File: config.mk
export PLATFORM = sky130hd
export DESIGN_NAME = cdd_link
export DESIGN_NICKNAME = d
export VERILOG_FILES = /design/src/cdd_pkg.sv /design/src/cdd_byte_if.sv /design/src/cdd_host_if.sv /design/src/cdd_stat_buffer.sv /design/src/cdd_bit_shifter.sv /design/src/cdd_link_ctrl.sv /design/src/cdd_cmd_assembler.sv /design/src/cdd_link.sv
export SDC_FILE = /design/constraint.sdc
export NUM_CORES = 1
export LEC_CHECK = 0
export ABC_CLOCK_PERIOD_IN_PS = 2800
export BUFFER_PORTS_ARGS = -buffer_cell sky130_fd_sc_hd__buf_2
export CAP_MARGIN = 25
export CORE_UTILIZATION = 55
export CTS_CLUSTER_SIZE = 30
export DETAILED_ROUTE_END_ITERATION = 8
export GPL_ROUTABILITY_DRIVEN = 0
export GPL_TIMING_DRIVEN = 0
export PLACE_DENSITY_LB_ADDON = 0.3
export SETUP_SLACK_MARGIN = 0.5
export SYNTH_ARGS = -nofsm -noshare
export SYNTH_HDL_FRONTEND = slang
export SYNTH_HIERARCHICAL = 1
export SYNTH_SLANG_ARGS = --single-unit
File: constraint.sdc
create_clock -name clk_sys -period 2.8 [get_ports clk_sys]
set_clock_uncertainty 0.2 [all_clocks]
set_input_delay 0.42 -clock clk_sys [delete_from_list [all_inputs] [get_ports clk_sys]]
set_output_delay 0.42 -clock clk_sys [all_outputs]
set_load 0.01 [all_outputs]
File: src/cdd_pkg.sv
//////////////////////////////////////////////////////////////////////
// Frames are 12 bytes, byte 0 in the low bits of the 96-bit word
// Bytes 8 and 9 of a published command frame carry opcode tallies
//////////////////////////////////////////////////////////////////////

package cdd_pkg;

	// Bytes per status or command frame
	localparam int FRAME_BYTES = 12;

	typedef logic [7:0] cdd_byte_t;
	typedef logic [3:0] byte_index_t;

	// Named view of a command frame
	typedef struct packed {
		cdd_byte_t [1:0] tail;
		cdd_byte_t       tally06;
		cdd_byte_t       tally09;
		cdd_byte_t [7:0] head;
	} cdd_frame_fields_t;

	// One frame, seen as indexed bytes or as named fields
	typedef union packed {
		cdd_byte_t [FRAME_BYTES-1:0] bytes;
		cdd_frame_fields_t           fields;
	} cdd_frame_u;

	// Drive status reported until the first frame arrives
	localparam logic [FRAME_BYTES*8-1:0] STAT_IDLE_FRAME = {
		8'h9A, 8'h03, 8'h04, 8'h00,
		8'h04, 8'h03, 8'h02, 8'h00,
		8'h01, 8'h01, 8'h41, 8'h12
	};

	// Opcodes counted in byte 0 of host commands
	localparam cdd_byte_t CMD_OPC_06 = 8'h06;
	localparam cdd_byte_t CMD_OPC_09 = 8'h09;

endpackage

File: src/cdd_byte_if.sv
//////////////////////////////////////////////////////////////////////
// Byte hand-off between link control and bit shifter, strobes only
//////////////////////////////////////////////////////////////////////

`timescale 1ns/100ps

interface cdd_byte_if;
	import cdd_pkg::*;

	// Control to shifter
	logic      load;
	cdd_byte_t tx_byte;

	// Shifter to control
	logic      bit_sampled;
	logic      byte_done;
	cdd_byte_t rx_byte;

	modport ctrl (
		output load,
		output tx_byte,
		input  bit_sampled,
		input  byte_done,
		input  rx_byte
	);

	modport shifter (
		input  load,
		input  tx_byte,
		output bit_sampled,
		output byte_done,
		output rx_byte
	);

endinterface

File: src/cdd_host_if.sv
//////////////////////////////////////////////////////////////////////
// Received host bytes toward the command assembler, no back-pressure
//////////////////////////////////////////////////////////////////////

`timescale 1ns/100ps

interface cdd_host_if;
	import cdd_pkg::*;

	// Byte write by index
	logic        host_we;
	byte_index_t host_index;
	cdd_byte_t   host_byte;

	// One cycle after the last byte write
	logic        frame_done;

	modport ctrl (
		output host_we,
		output host_index,
		output host_byte,
		output frame_done
	);

	modport assembler (
		input  host_we,
		input  host_index,
		input  host_byte,
		input  frame_done
	);

endinterface

File: src/cdd_stat_buffer.sv
//////////////////////////////////////////////////////////////////////
// stat_frame must be stable when stat_toggle changes level
//////////////////////////////////////////////////////////////////////

`timescale 1ns/100ps

module cdd_stat_buffer (
	input  logic                                 clk_sys,
	input  logic                                 reset,
	input  logic [cdd_pkg::FRAME_BYTES*8-1:0]    stat_frame,
	input  logic                                 stat_toggle,
	output logic                                 stat_new,
	input  cdd_pkg::byte_index_t                 stat_index,
	output cdd_pkg::cdd_byte_t                   stat_byte
);
	import cdd_pkg::*;

	logic       toggle_seen;
	cdd_frame_u stat_q;

	// Capture on any toggle level change
	always_ff @(posedge clk_sys) begin
		if (reset) begin
			toggle_seen <= 1'b0;
			stat_new    <= 1'b0;
			stat_q      <= STAT_IDLE_FRAME;
		end else begin
			stat_new <= 1'b0;
			if (stat_toggle != toggle_seen) begin
				toggle_seen <= stat_toggle;
				stat_q      <= stat_frame;
				stat_new    <= 1'b1;
			end
		end
	end

	// Byte select for the control module
	assign stat_byte = stat_q.bytes[stat_index];

	// Control must never address past the last status byte
	a_stat_index: assert property (
		@(posedge clk_sys) disable iff (reset)
		stat_index < FRAME_BYTES
	) else $error("status byte index out of range");

endmodule

File: src/cdd_bit_shifter.sv
//////////////////////////////////////////////////////////////////////
// comclk is assumed synchronous to clk_sys and slower than clk_sys/2
// Both directions are LSB first, cdata changes on falling comclk
//////////////////////////////////////////////////////////////////////

`timescale 1ns/100ps

module cdd_bit_shifter (
	input  logic        clk_sys,
	input  logic        reset,
	input  logic        comclk,
	input  logic        hdata,
	output logic        cdata,
	cdd_byte_if.shifter byte_bus
);
	import cdd_pkg::*;

	logic      comclk_q;
	logic      comclk_rise;
	logic      comclk_fall;
	cdd_byte_t tx_sr;
	cdd_byte_t rx_sr;
	logic [2:0] bit_cnt;

	// Edge detect against the previous comclk level
	assign comclk_rise = comclk & ~comclk_q;
	assign comclk_fall = ~comclk & comclk_q;

	always_ff @(posedge clk_sys) begin
		if (reset) begin
			comclk_q             <= 1'b0;
			cdata                <= 1'b0;
			tx_sr                <= '0;
			bit_cnt              <= '0;
			byte_bus.bit_sampled <= 1'b0;
			byte_bus.byte_done   <= 1'b0;
		end else begin
			comclk_q             <= comclk;
			byte_bus.bit_sampled <= 1'b0;
			byte_bus.byte_done   <= 1'b0;
			if (byte_bus.load) begin
				tx_sr   <= byte_bus.tx_byte;
				bit_cnt <= '0;
			end else begin
				if (comclk_fall) begin
					cdata <= tx_sr[0];
					tx_sr <= {1'b0, tx_sr[7:1]};
				end
				if (comclk_rise) begin
					bit_cnt              <= bit_cnt + 3'd1;
					byte_bus.bit_sampled <= 1'b1;
					byte_bus.byte_done   <= (bit_cnt == 3'd7);
				end
			end
		end
	end

	// Host data in
	always_ff @(posedge clk_sys) begin
		if (comclk_rise && !byte_bus.load) begin
			rx_sr <= {hdata, rx_sr[7:1]};
		end
	end

	assign byte_bus.rx_byte = rx_sr;

	// A new byte is only loaded once the previous one has been taken
	a_load_vs_done: assert property (
		@(posedge clk_sys) disable iff (reset)
		!(byte_bus.load && byte_bus.byte_done)
	) else $error("byte load collides with byte completion");

endmodule

File: src/cdd_link_ctrl.sv
//////////////////////////////////////////////////////////////////////
// START_DELAY and BYTE_GAP must both be 2 or more
// A status change mid-transaction restarts from byte 0
//////////////////////////////////////////////////////////////////////

`timescale 1ns/100ps

module cdd_link_ctrl #(
	parameter int START_DELAY = 15,
	parameter int BYTE_GAP    = 1023
) (
	input  logic                 clk_sys,
	input  logic                 reset,
	input  logic                 stat_new,
	output cdd_pkg::byte_index_t stat_index,
	input  cdd_pkg::cdd_byte_t   stat_byte,
	cdd_byte_if.ctrl             byte_bus,
	cdd_host_if.ctrl             host_bus,
	output logic                 comreq_n,
	output logic                 comsync_n
);
	import cdd_pkg::*;

	localparam int DELAY_W = $clog2(START_DELAY + 1);
	localparam int GAP_W   = $clog2(BYTE_GAP + 1);

	logic [DELAY_W-1:0] delay_cnt;
	logic [GAP_W-1:0]   gap_cnt;
	byte_index_t        byte_cnt;
	logic               start_fire;
	logic               byte_accept;
	logic               last_byte;

	assign start_fire  = (delay_cnt == DELAY_W'(1));
	assign last_byte   = (byte_cnt == byte_index_t'(FRAME_BYTES - 1));
	// byte_cnt rests at FRAME_BYTES between transactions
	assign byte_accept = byte_bus.byte_done && (byte_cnt < byte_index_t'(FRAME_BYTES));

	// Index of the next status byte to send
	assign stat_index = (start_fire || byte_cnt >= byte_index_t'(FRAME_BYTES - 1)) ?
		'0 : byte_cnt + 4'd1;

	// Start delay, reloaded by every status change
	always_ff @(posedge clk_sys) begin
		if (reset) begin
			delay_cnt <= '0;
		end else if (stat_new) begin
			delay_cnt <= DELAY_W'(START_DELAY - 1);
		end else if (delay_cnt != '0) begin
			delay_cnt <= delay_cnt - 1'b1;
		end
	end

	//////////////////////////////////////////////////////////////////////
	// Transaction sequencing
	//////////////////////////////////////////////////////////////////////

	always_ff @(posedge clk_sys) begin
		if (reset) begin
			gap_cnt             <= '0;
			byte_cnt            <= byte_index_t'(FRAME_BYTES);
			comreq_n            <= 1'b1;
			comsync_n           <= 1'b1;
			byte_bus.load       <= 1'b0;
			host_bus.host_we    <= 1'b0;
			host_bus.frame_done <= 1'b0;
		end else begin
			byte_bus.load       <= 1'b0;
			host_bus.host_we    <= 1'b0;
			host_bus.frame_done <= host_bus.host_we &&
				(host_bus.host_index == byte_index_t'(FRAME_BYTES - 1));

			// Request goes low at the end of a gap, high on the first bit
			if (gap_cnt != '0)
				gap_cnt <= gap_cnt - 1'b1;
			if (gap_cnt == GAP_W'(1))
				comreq_n <= 1'b0;
			if (byte_bus.bit_sampled)
				comreq_n <= 1'b1;

			if (start_fire) begin
				byte_bus.load <= 1'b1;
				byte_cnt      <= '0;
				gap_cnt       <= GAP_W'(BYTE_GAP);
				comreq_n      <= 1'b1;
				comsync_n     <= 1'b0;
			end else if (byte_accept) begin
				byte_bus.load    <= 1'b1;
				host_bus.host_we <= 1'b1;
				byte_cnt         <= byte_cnt + 4'd1;
				// Gap counts from byte_done, one cycle earlier than this load
				gap_cnt          <= GAP_W'(BYTE_GAP - 1);
				comsync_n        <= 1'b1;
			end
		end
	end

	// Payload toward shifter and assembler
	always_ff @(posedge clk_sys) begin
		if (start_fire) begin
			byte_bus.tx_byte <= stat_byte;
		end else if (byte_accept) begin
			byte_bus.tx_byte    <= last_byte ? '0 : stat_byte;
			host_bus.host_index <= byte_cnt;
			host_bus.host_byte  <= byte_bus.rx_byte;
		end
	end

	// Sync low only from the byte 0 load until its byte_done
	a_sync_window: assert property (
		@(posedge clk_sys) disable iff (reset)
		!comsync_n |-> byte_cnt == '0 && !host_bus.host_we
	) else $error("comsync_n low outside byte 0");

endmodule

File: src/cdd_cmd_assembler.sv
//////////////////////////////////////////////////////////////////////
// Tallies count earlier frames only and wrap at 256
//////////////////////////////////////////////////////////////////////

`timescale 1ns/100ps

module cdd_cmd_assembler (
	input  logic                              clk_sys,
	input  logic                              reset,
	cdd_host_if.assembler                     host_bus,
	output logic [cdd_pkg::FRAME_BYTES*8-1:0] cmd_frame,
	output logic                              cmd_toggle
);
	import cdd_pkg::*;

	cdd_frame_u host_frame;
	cdd_frame_u pub_frame;
	cdd_byte_t  tally06;
	cdd_byte_t  tally09;

	// Host bytes by position
	always_ff @(posedge clk_sys) begin
		if (host_bus.host_we) begin
			host_frame.bytes[host_bus.host_index] <= host_bus.host_byte;
		end
	end

	// Tallies replace bytes 8 and 9
	always_comb begin
		pub_frame                = host_frame;
		pub_frame.fields.tally06 = tally06;
		pub_frame.fields.tally09 = tally09;
	end

	//////////////////////////////////////////////////////////////////////
	// Publish and count
	//////////////////////////////////////////////////////////////////////

	always_ff @(posedge clk_sys) begin
		if (reset) begin
			cmd_frame  <= '0;
			cmd_toggle <= 1'b0;
			tally06    <= '0;
			tally09    <= '0;
		end else if (host_bus.frame_done) begin
			cmd_frame  <= pub_frame;
			cmd_toggle <= ~cmd_toggle;
			if (host_frame.bytes[0] == CMD_OPC_06)
				tally06 <= tally06 + 8'd1;
			if (host_frame.bytes[0] == CMD_OPC_09)
				tally09 <= tally09 + 8'd1;
		end
	end

	// Writes from control stay inside the frame
	a_host_index: assert property (
		@(posedge clk_sys) disable iff (reset)
		host_bus.host_we |-> host_bus.host_index < FRAME_BYTES
	) else $error("host byte index out of range");

endmodule

File: src/cdd_link.sv
//////////////////////////////////////////////////////////////////////
// Frames handshake by toggle level, drive lines are active low
//////////////////////////////////////////////////////////////////////

`timescale 1ns/100ps

module cdd_link #(
	parameter int START_DELAY = 15,
	parameter int BYTE_GAP    = 1023
) (
	input  logic                              clk_sys,
	input  logic                              reset,
	input  logic [cdd_pkg::FRAME_BYTES*8-1:0] stat_frame,
	input  logic                              stat_toggle,
	input  logic                              comclk,
	input  logic                              hdata,
	output logic                              cdata,
	output logic                              comreq_n,
	output logic                              comsync_n,
	output logic [cdd_pkg::FRAME_BYTES*8-1:0] cmd_frame,
	output logic                              cmd_toggle
);
	import cdd_pkg::*;

	cdd_byte_if byte_bus ();
	cdd_host_if host_bus ();

	logic        stat_new;
	byte_index_t stat_index;
	cdd_byte_t   stat_byte;

	cdd_stat_buffer u_stat_buffer (
		.clk_sys     (clk_sys),
		.reset       (reset),
		.stat_frame  (stat_frame),
		.stat_toggle (stat_toggle),
		.stat_new    (stat_new),
		.stat_index  (stat_index),
		.stat_byte   (stat_byte)
	);

	cdd_bit_shifter u_bit_shifter (
		.clk_sys  (clk_sys),
		.reset    (reset),
		.comclk   (comclk),
		.hdata    (hdata),
		.cdata    (cdata),
		.byte_bus (byte_bus.shifter)
	);

	cdd_link_ctrl #(
		.START_DELAY (START_DELAY),
		.BYTE_GAP    (BYTE_GAP)
	) u_link_ctrl (
		.clk_sys    (clk_sys),
		.reset      (reset),
		.stat_new   (stat_new),
		.stat_index (stat_index),
		.stat_byte  (stat_byte),
		.byte_bus   (byte_bus.ctrl),
		.host_bus   (host_bus.ctrl),
		.comreq_n   (comreq_n),
		.comsync_n  (comsync_n)
	);

	cdd_cmd_assembler u_cmd_assembler (
		.clk_sys    (clk_sys),
		.reset      (reset),
		.host_bus   (host_bus.assembler),
		.cmd_frame  (cmd_frame),
		.cmd_toggle (cmd_toggle)
	);

endmodule

==> impl_results.md <==
- Status: complete, no violations
- Total core area: 23800 µm²
- Register share of total power: 0.486
- FF-to-FF path depth: 10
- Setup Slack @ Placement: 0.0102 ns
- Hold crit path type: input port to flop
- Final Non-Filler Cells: 1921
- Number of cell rows: 56
- Area of the die: 25100 µm²
- CP Depth: 10
- Psw: 2.84 mW
- CP max-delay cell: mux4_2
- Crit. End Element: flop
- Syn Inst Count: 1231
- Remaining DRCs: 0
- Via count: 10.5k
- Combinational share of power: 0.118
- Min Tclk post-route: 2.48 ns
- DRT antenna net count: 0
- RSZ-0062 raised after global routing: true
- F_max: 0.403 GHz
- GR Layer Usage met2: 0.482
- Fin worst setup slack: 0.316 ns
- CP Class: flop to flop
- Syn-to-layout area delta: 27.9%
- Yosys cell types: 55
- CTS root buffer: clkbuf_16
- Critical path's top delay family: multiplexers
- CP Data Arrival Time: 2.54 ns
- Number of global-route vias before repair: 10.4k
- Final core utilization: 0.725
- Hold WS: 0.0448 ns
- Die W: 158 µm
- Setup_tns: 0 ns
- Worst EP required: 2.86 ns
- Final Slew Violations: 0
- Share of layout cells above drive strength 1: 0.227
- GRT met1 Usage: 0.327
- Max VDD drop: 0.458 mV
- Synthesis-stage register bit count: 357
- Gr usage total: 0.273
- Initial Utilization: 0.567
- Fill cells: 1589
- H-tree depth: 2
- Cts bufs inserted: 36
- Avg Cell Area, Syn: 10.9 µm²
- Total gr overflow: 0
- WP buf/inv: 2
- First-pass GRT wire length: 53.2 mm
- Clk sinks: 357
- Critical path fanouts, max: 5
- TritonCTS clock tree: done
- Setup violators final: 0
- Worst-Margin Slew: 0.825 ns
- Total power draw: 11.7 mW
- Pwr Density: 682 nW/µm²
- Worst stage delay on the critical path: 0.56 ns
- Leakage power: 6.74 nW
- Max-cap violations: 0
- Antenna violations before repair: 1
- Clock Latency Late Sink: 0.52 ns
- Iter 0 DRT Violations: 744
- Port Buffer Count: 200
- Nets: 1682
- DP Wirelength: 20.9 mm
- Via density: 5.45
- Period utilization: 0.887
- Ports: 201
- Asr flop ratio synth: 0
- Worst-path clk slew: 0.06 ns
- Primary FF master, synth: dfxtp_1
- Yosys warns: 6
- Cell Area, Placed: 14900 µm²
- Final std cell area, no fill: 17200 µm²
- Fin. Hold Viols: 0
- Syn Nets: 1339
- M3 GR Usage: 0.0604
- Die Y: 158 µm
- Clock Path Buffers: 3
- Reg2reg setup slack: 0.32 ns
- Register area share after synthesis: 0.611
- Post-synth EDFFs: 108
- CP most frequent cell: nor2_2
- Detailed Routing Iterations Pass 1: 7
- Max-slew headroom: 0.448
- DP Cell Count: 1751
- Largest net degree at the start of global routing: 15
- Area of the mapped netlist: 13500 µm²
- Hold path depth: 3
- Total Wirelength: 34.4 mm
- Crit-path cells: ha_4, o21ai_2, nand2_1, nor2_2, buf_6, buf_12, mux4_2, nor2_2, o31ai_1, and2b_1
- Clk pwr share: 0.397
- GRT Max-Usage Layer: met2
- Routed len/inst: 17.9 µm
- Startpoint types: flop
- Internal power: 8.90 mW
- Sw Share: 0.242
layout by cell type, fill, tap and decap left out, types with 13 or more instances in the layout:
cell type / n
clkbuf_16: 37
nor2b_1: 13
nand3b_1: 22
clkbuf_1: 46
nor3_1: 19
a21oi_1: 93
buf_2: 217
mux2i_1: 102
dfxtp_1: 244
nor2_1: 134
nand2_1: 216
dlygate4sd3_1: 98
edfxtp_1: 108
mux4_2: 16
mux2_2: 16
cells by family after synthesis:
kind of cell	count (synthesis)	share of synthesized area
adder cells (fa/ha/maj)	7	0.00651
flip-flops	357	0.611
multiplexers	134	0.116
XOR/XNOR	15	0.00976
AO/OA/AOI/OAI	149	0.0667
buffers and inverters	90	0.0285
AND/OR/NAND/NOR	479	0.161
per-layer routing:
layer | vias to the layer above | routed length (µm)
li1 | 4956 | -
met5 | - | 0
met1 | 4992 | 13600
met2 | 438 | 17300
met3 | 78 | 2500
met4 | 0 | 973
synth_stat cells (5+ instances only):
| master | instances | share of area |
|---|---|---|
| a2111oi_2 | 7 | 0.0078 |
| a21oi_1 | 93 | 0.035 |
| a31oi_1 | 7 | 0.0033 |
| and3_1 | 5 | 0.0023 |
| buf_1 | 8 | 0.0022 |
| buf_2 | 22 | 0.0082 |
| clkbuf_1 | 44 | 0.012 |
| dfxtp_1 | 249 | 0.37 |
| edfxtp_1 | 108 | 0.24 |
| ha_1 | 7 | 0.0065 |
| inv_1 | 12 | 0.0033 |
| mux2_2 | 16 | 0.013 |
| mux2i_1 | 102 | 0.076 |
| mux4_2 | 16 | 0.027 |
| nand2_1 | 218 | 0.061 |
| nand2b_1 | 5 | 0.0023 |
| nand3_1 | 10 | 0.0037 |
| nand3b_1 | 22 | 0.012 |
| nand4_1 | 7 | 0.0033 |
| nor2_1 | 138 | 0.038 |
| nor2b_1 | 13 | 0.0060 |
| nor3_1 | 22 | 0.0082 |
| nor3_2 | 5 | 0.0037 |
| o21ai_0 | 9 | 0.0033 |
| o22ai_1 | 9 | 0.0042 |
| o31ai_1 | 11 | 0.0061 |
| or3_1 | 6 | 0.0028 |
| xnor2_1 | 7 | 0.0046 |
| xor2_1 | 8 | 0.0052 |
final cells by class:
| type | count | area [µm²] | area share |
|---|---|---|---|
| clock buffers | 48 | 1010 | 0.0585 |
| flip-flops and latches | 357 | 8240 | 0.478 |
| diodes | 1 | 2.50 | 0.000145 |
| clock inverters | 17 | 148 | 0.00857 |
| plain buffers | 78 | 398 | 0.0231 |
| well taps | 319 | 399 | 0.0232 |
| inverters | 12 | 45.0 | 0.00262 |
| repair buffers | 305 | 2050 | 0.119 |
| multi-input cells | 784 | 4930 | 0.286 |
state kept, by name, summed over array words and instances (netlist names), 4 cells and up:
register / flops
u_bit_shifter/byte_bus.rx_byte: 8
u_cmd_assembler/host_frame: 80
u_bit_shifter/tx_sr: 8
u_link_ctrl/delay_cnt: 4
u_link_ctrl/gap_cnt: 10
u_link_ctrl/byte_bus.tx_byte: 8
u_stat_buffer/stat_q: 96
u_cmd_assembler/tally06: 8
u_link_ctrl/host_bus.host_byte: 8
u_cmd_assembler/tally09: 8
u_link_ctrl/byte_cnt: 4
u_link_ctrl/host_bus.host_index: 4
u_cmd_assembler/cmd_frame: 96
worst min-delay path, stage by stage:
cell and delay (ns):
buf_2 0.10, nand2_1 0.09, a21oi_1 0.09
path summary, 6_finish.rpt:
path,endpoint,from
setup / recovery,u_link_ctrl/byte_bus.tx_byte[3],u_link_ctrl/byte_cnt[0]
hold / removal,u_stat_buffer/stat_q[36],stat_frame[36]
setup reg to reg,u_link_ctrl/byte_bus.tx_byte[3],u_link_ctrl/byte_cnt[0]
hold reg to reg,u_link_ctrl/comreq_n,u_bit_shifter/byte_bus.bit_sampled
power groups by stage:
stage,clock network (mW),registers [mW],logic [mW]
after global routing,4.95,5.72,1.49
after detailed placement,0,5.80,1.18
after CTS,4.73,5.69,1.32
after global placement,0,5.78,1.15
final,4.66,5.70,1.38
after floorplan,0,5.75,0.865
what timing repair did:
action / in CTS / in global routing
pin swaps: 5 / 10
gates cloned: 1 / 0
gates resized for setup: 18 / 20
hold buffers: 98 / 0
setup buffers: 3 / 2
endpoints found under the hold margin: 98 / 0
setup endpoints to repair: 16 / 46
(Power assumes the default switching activity.)
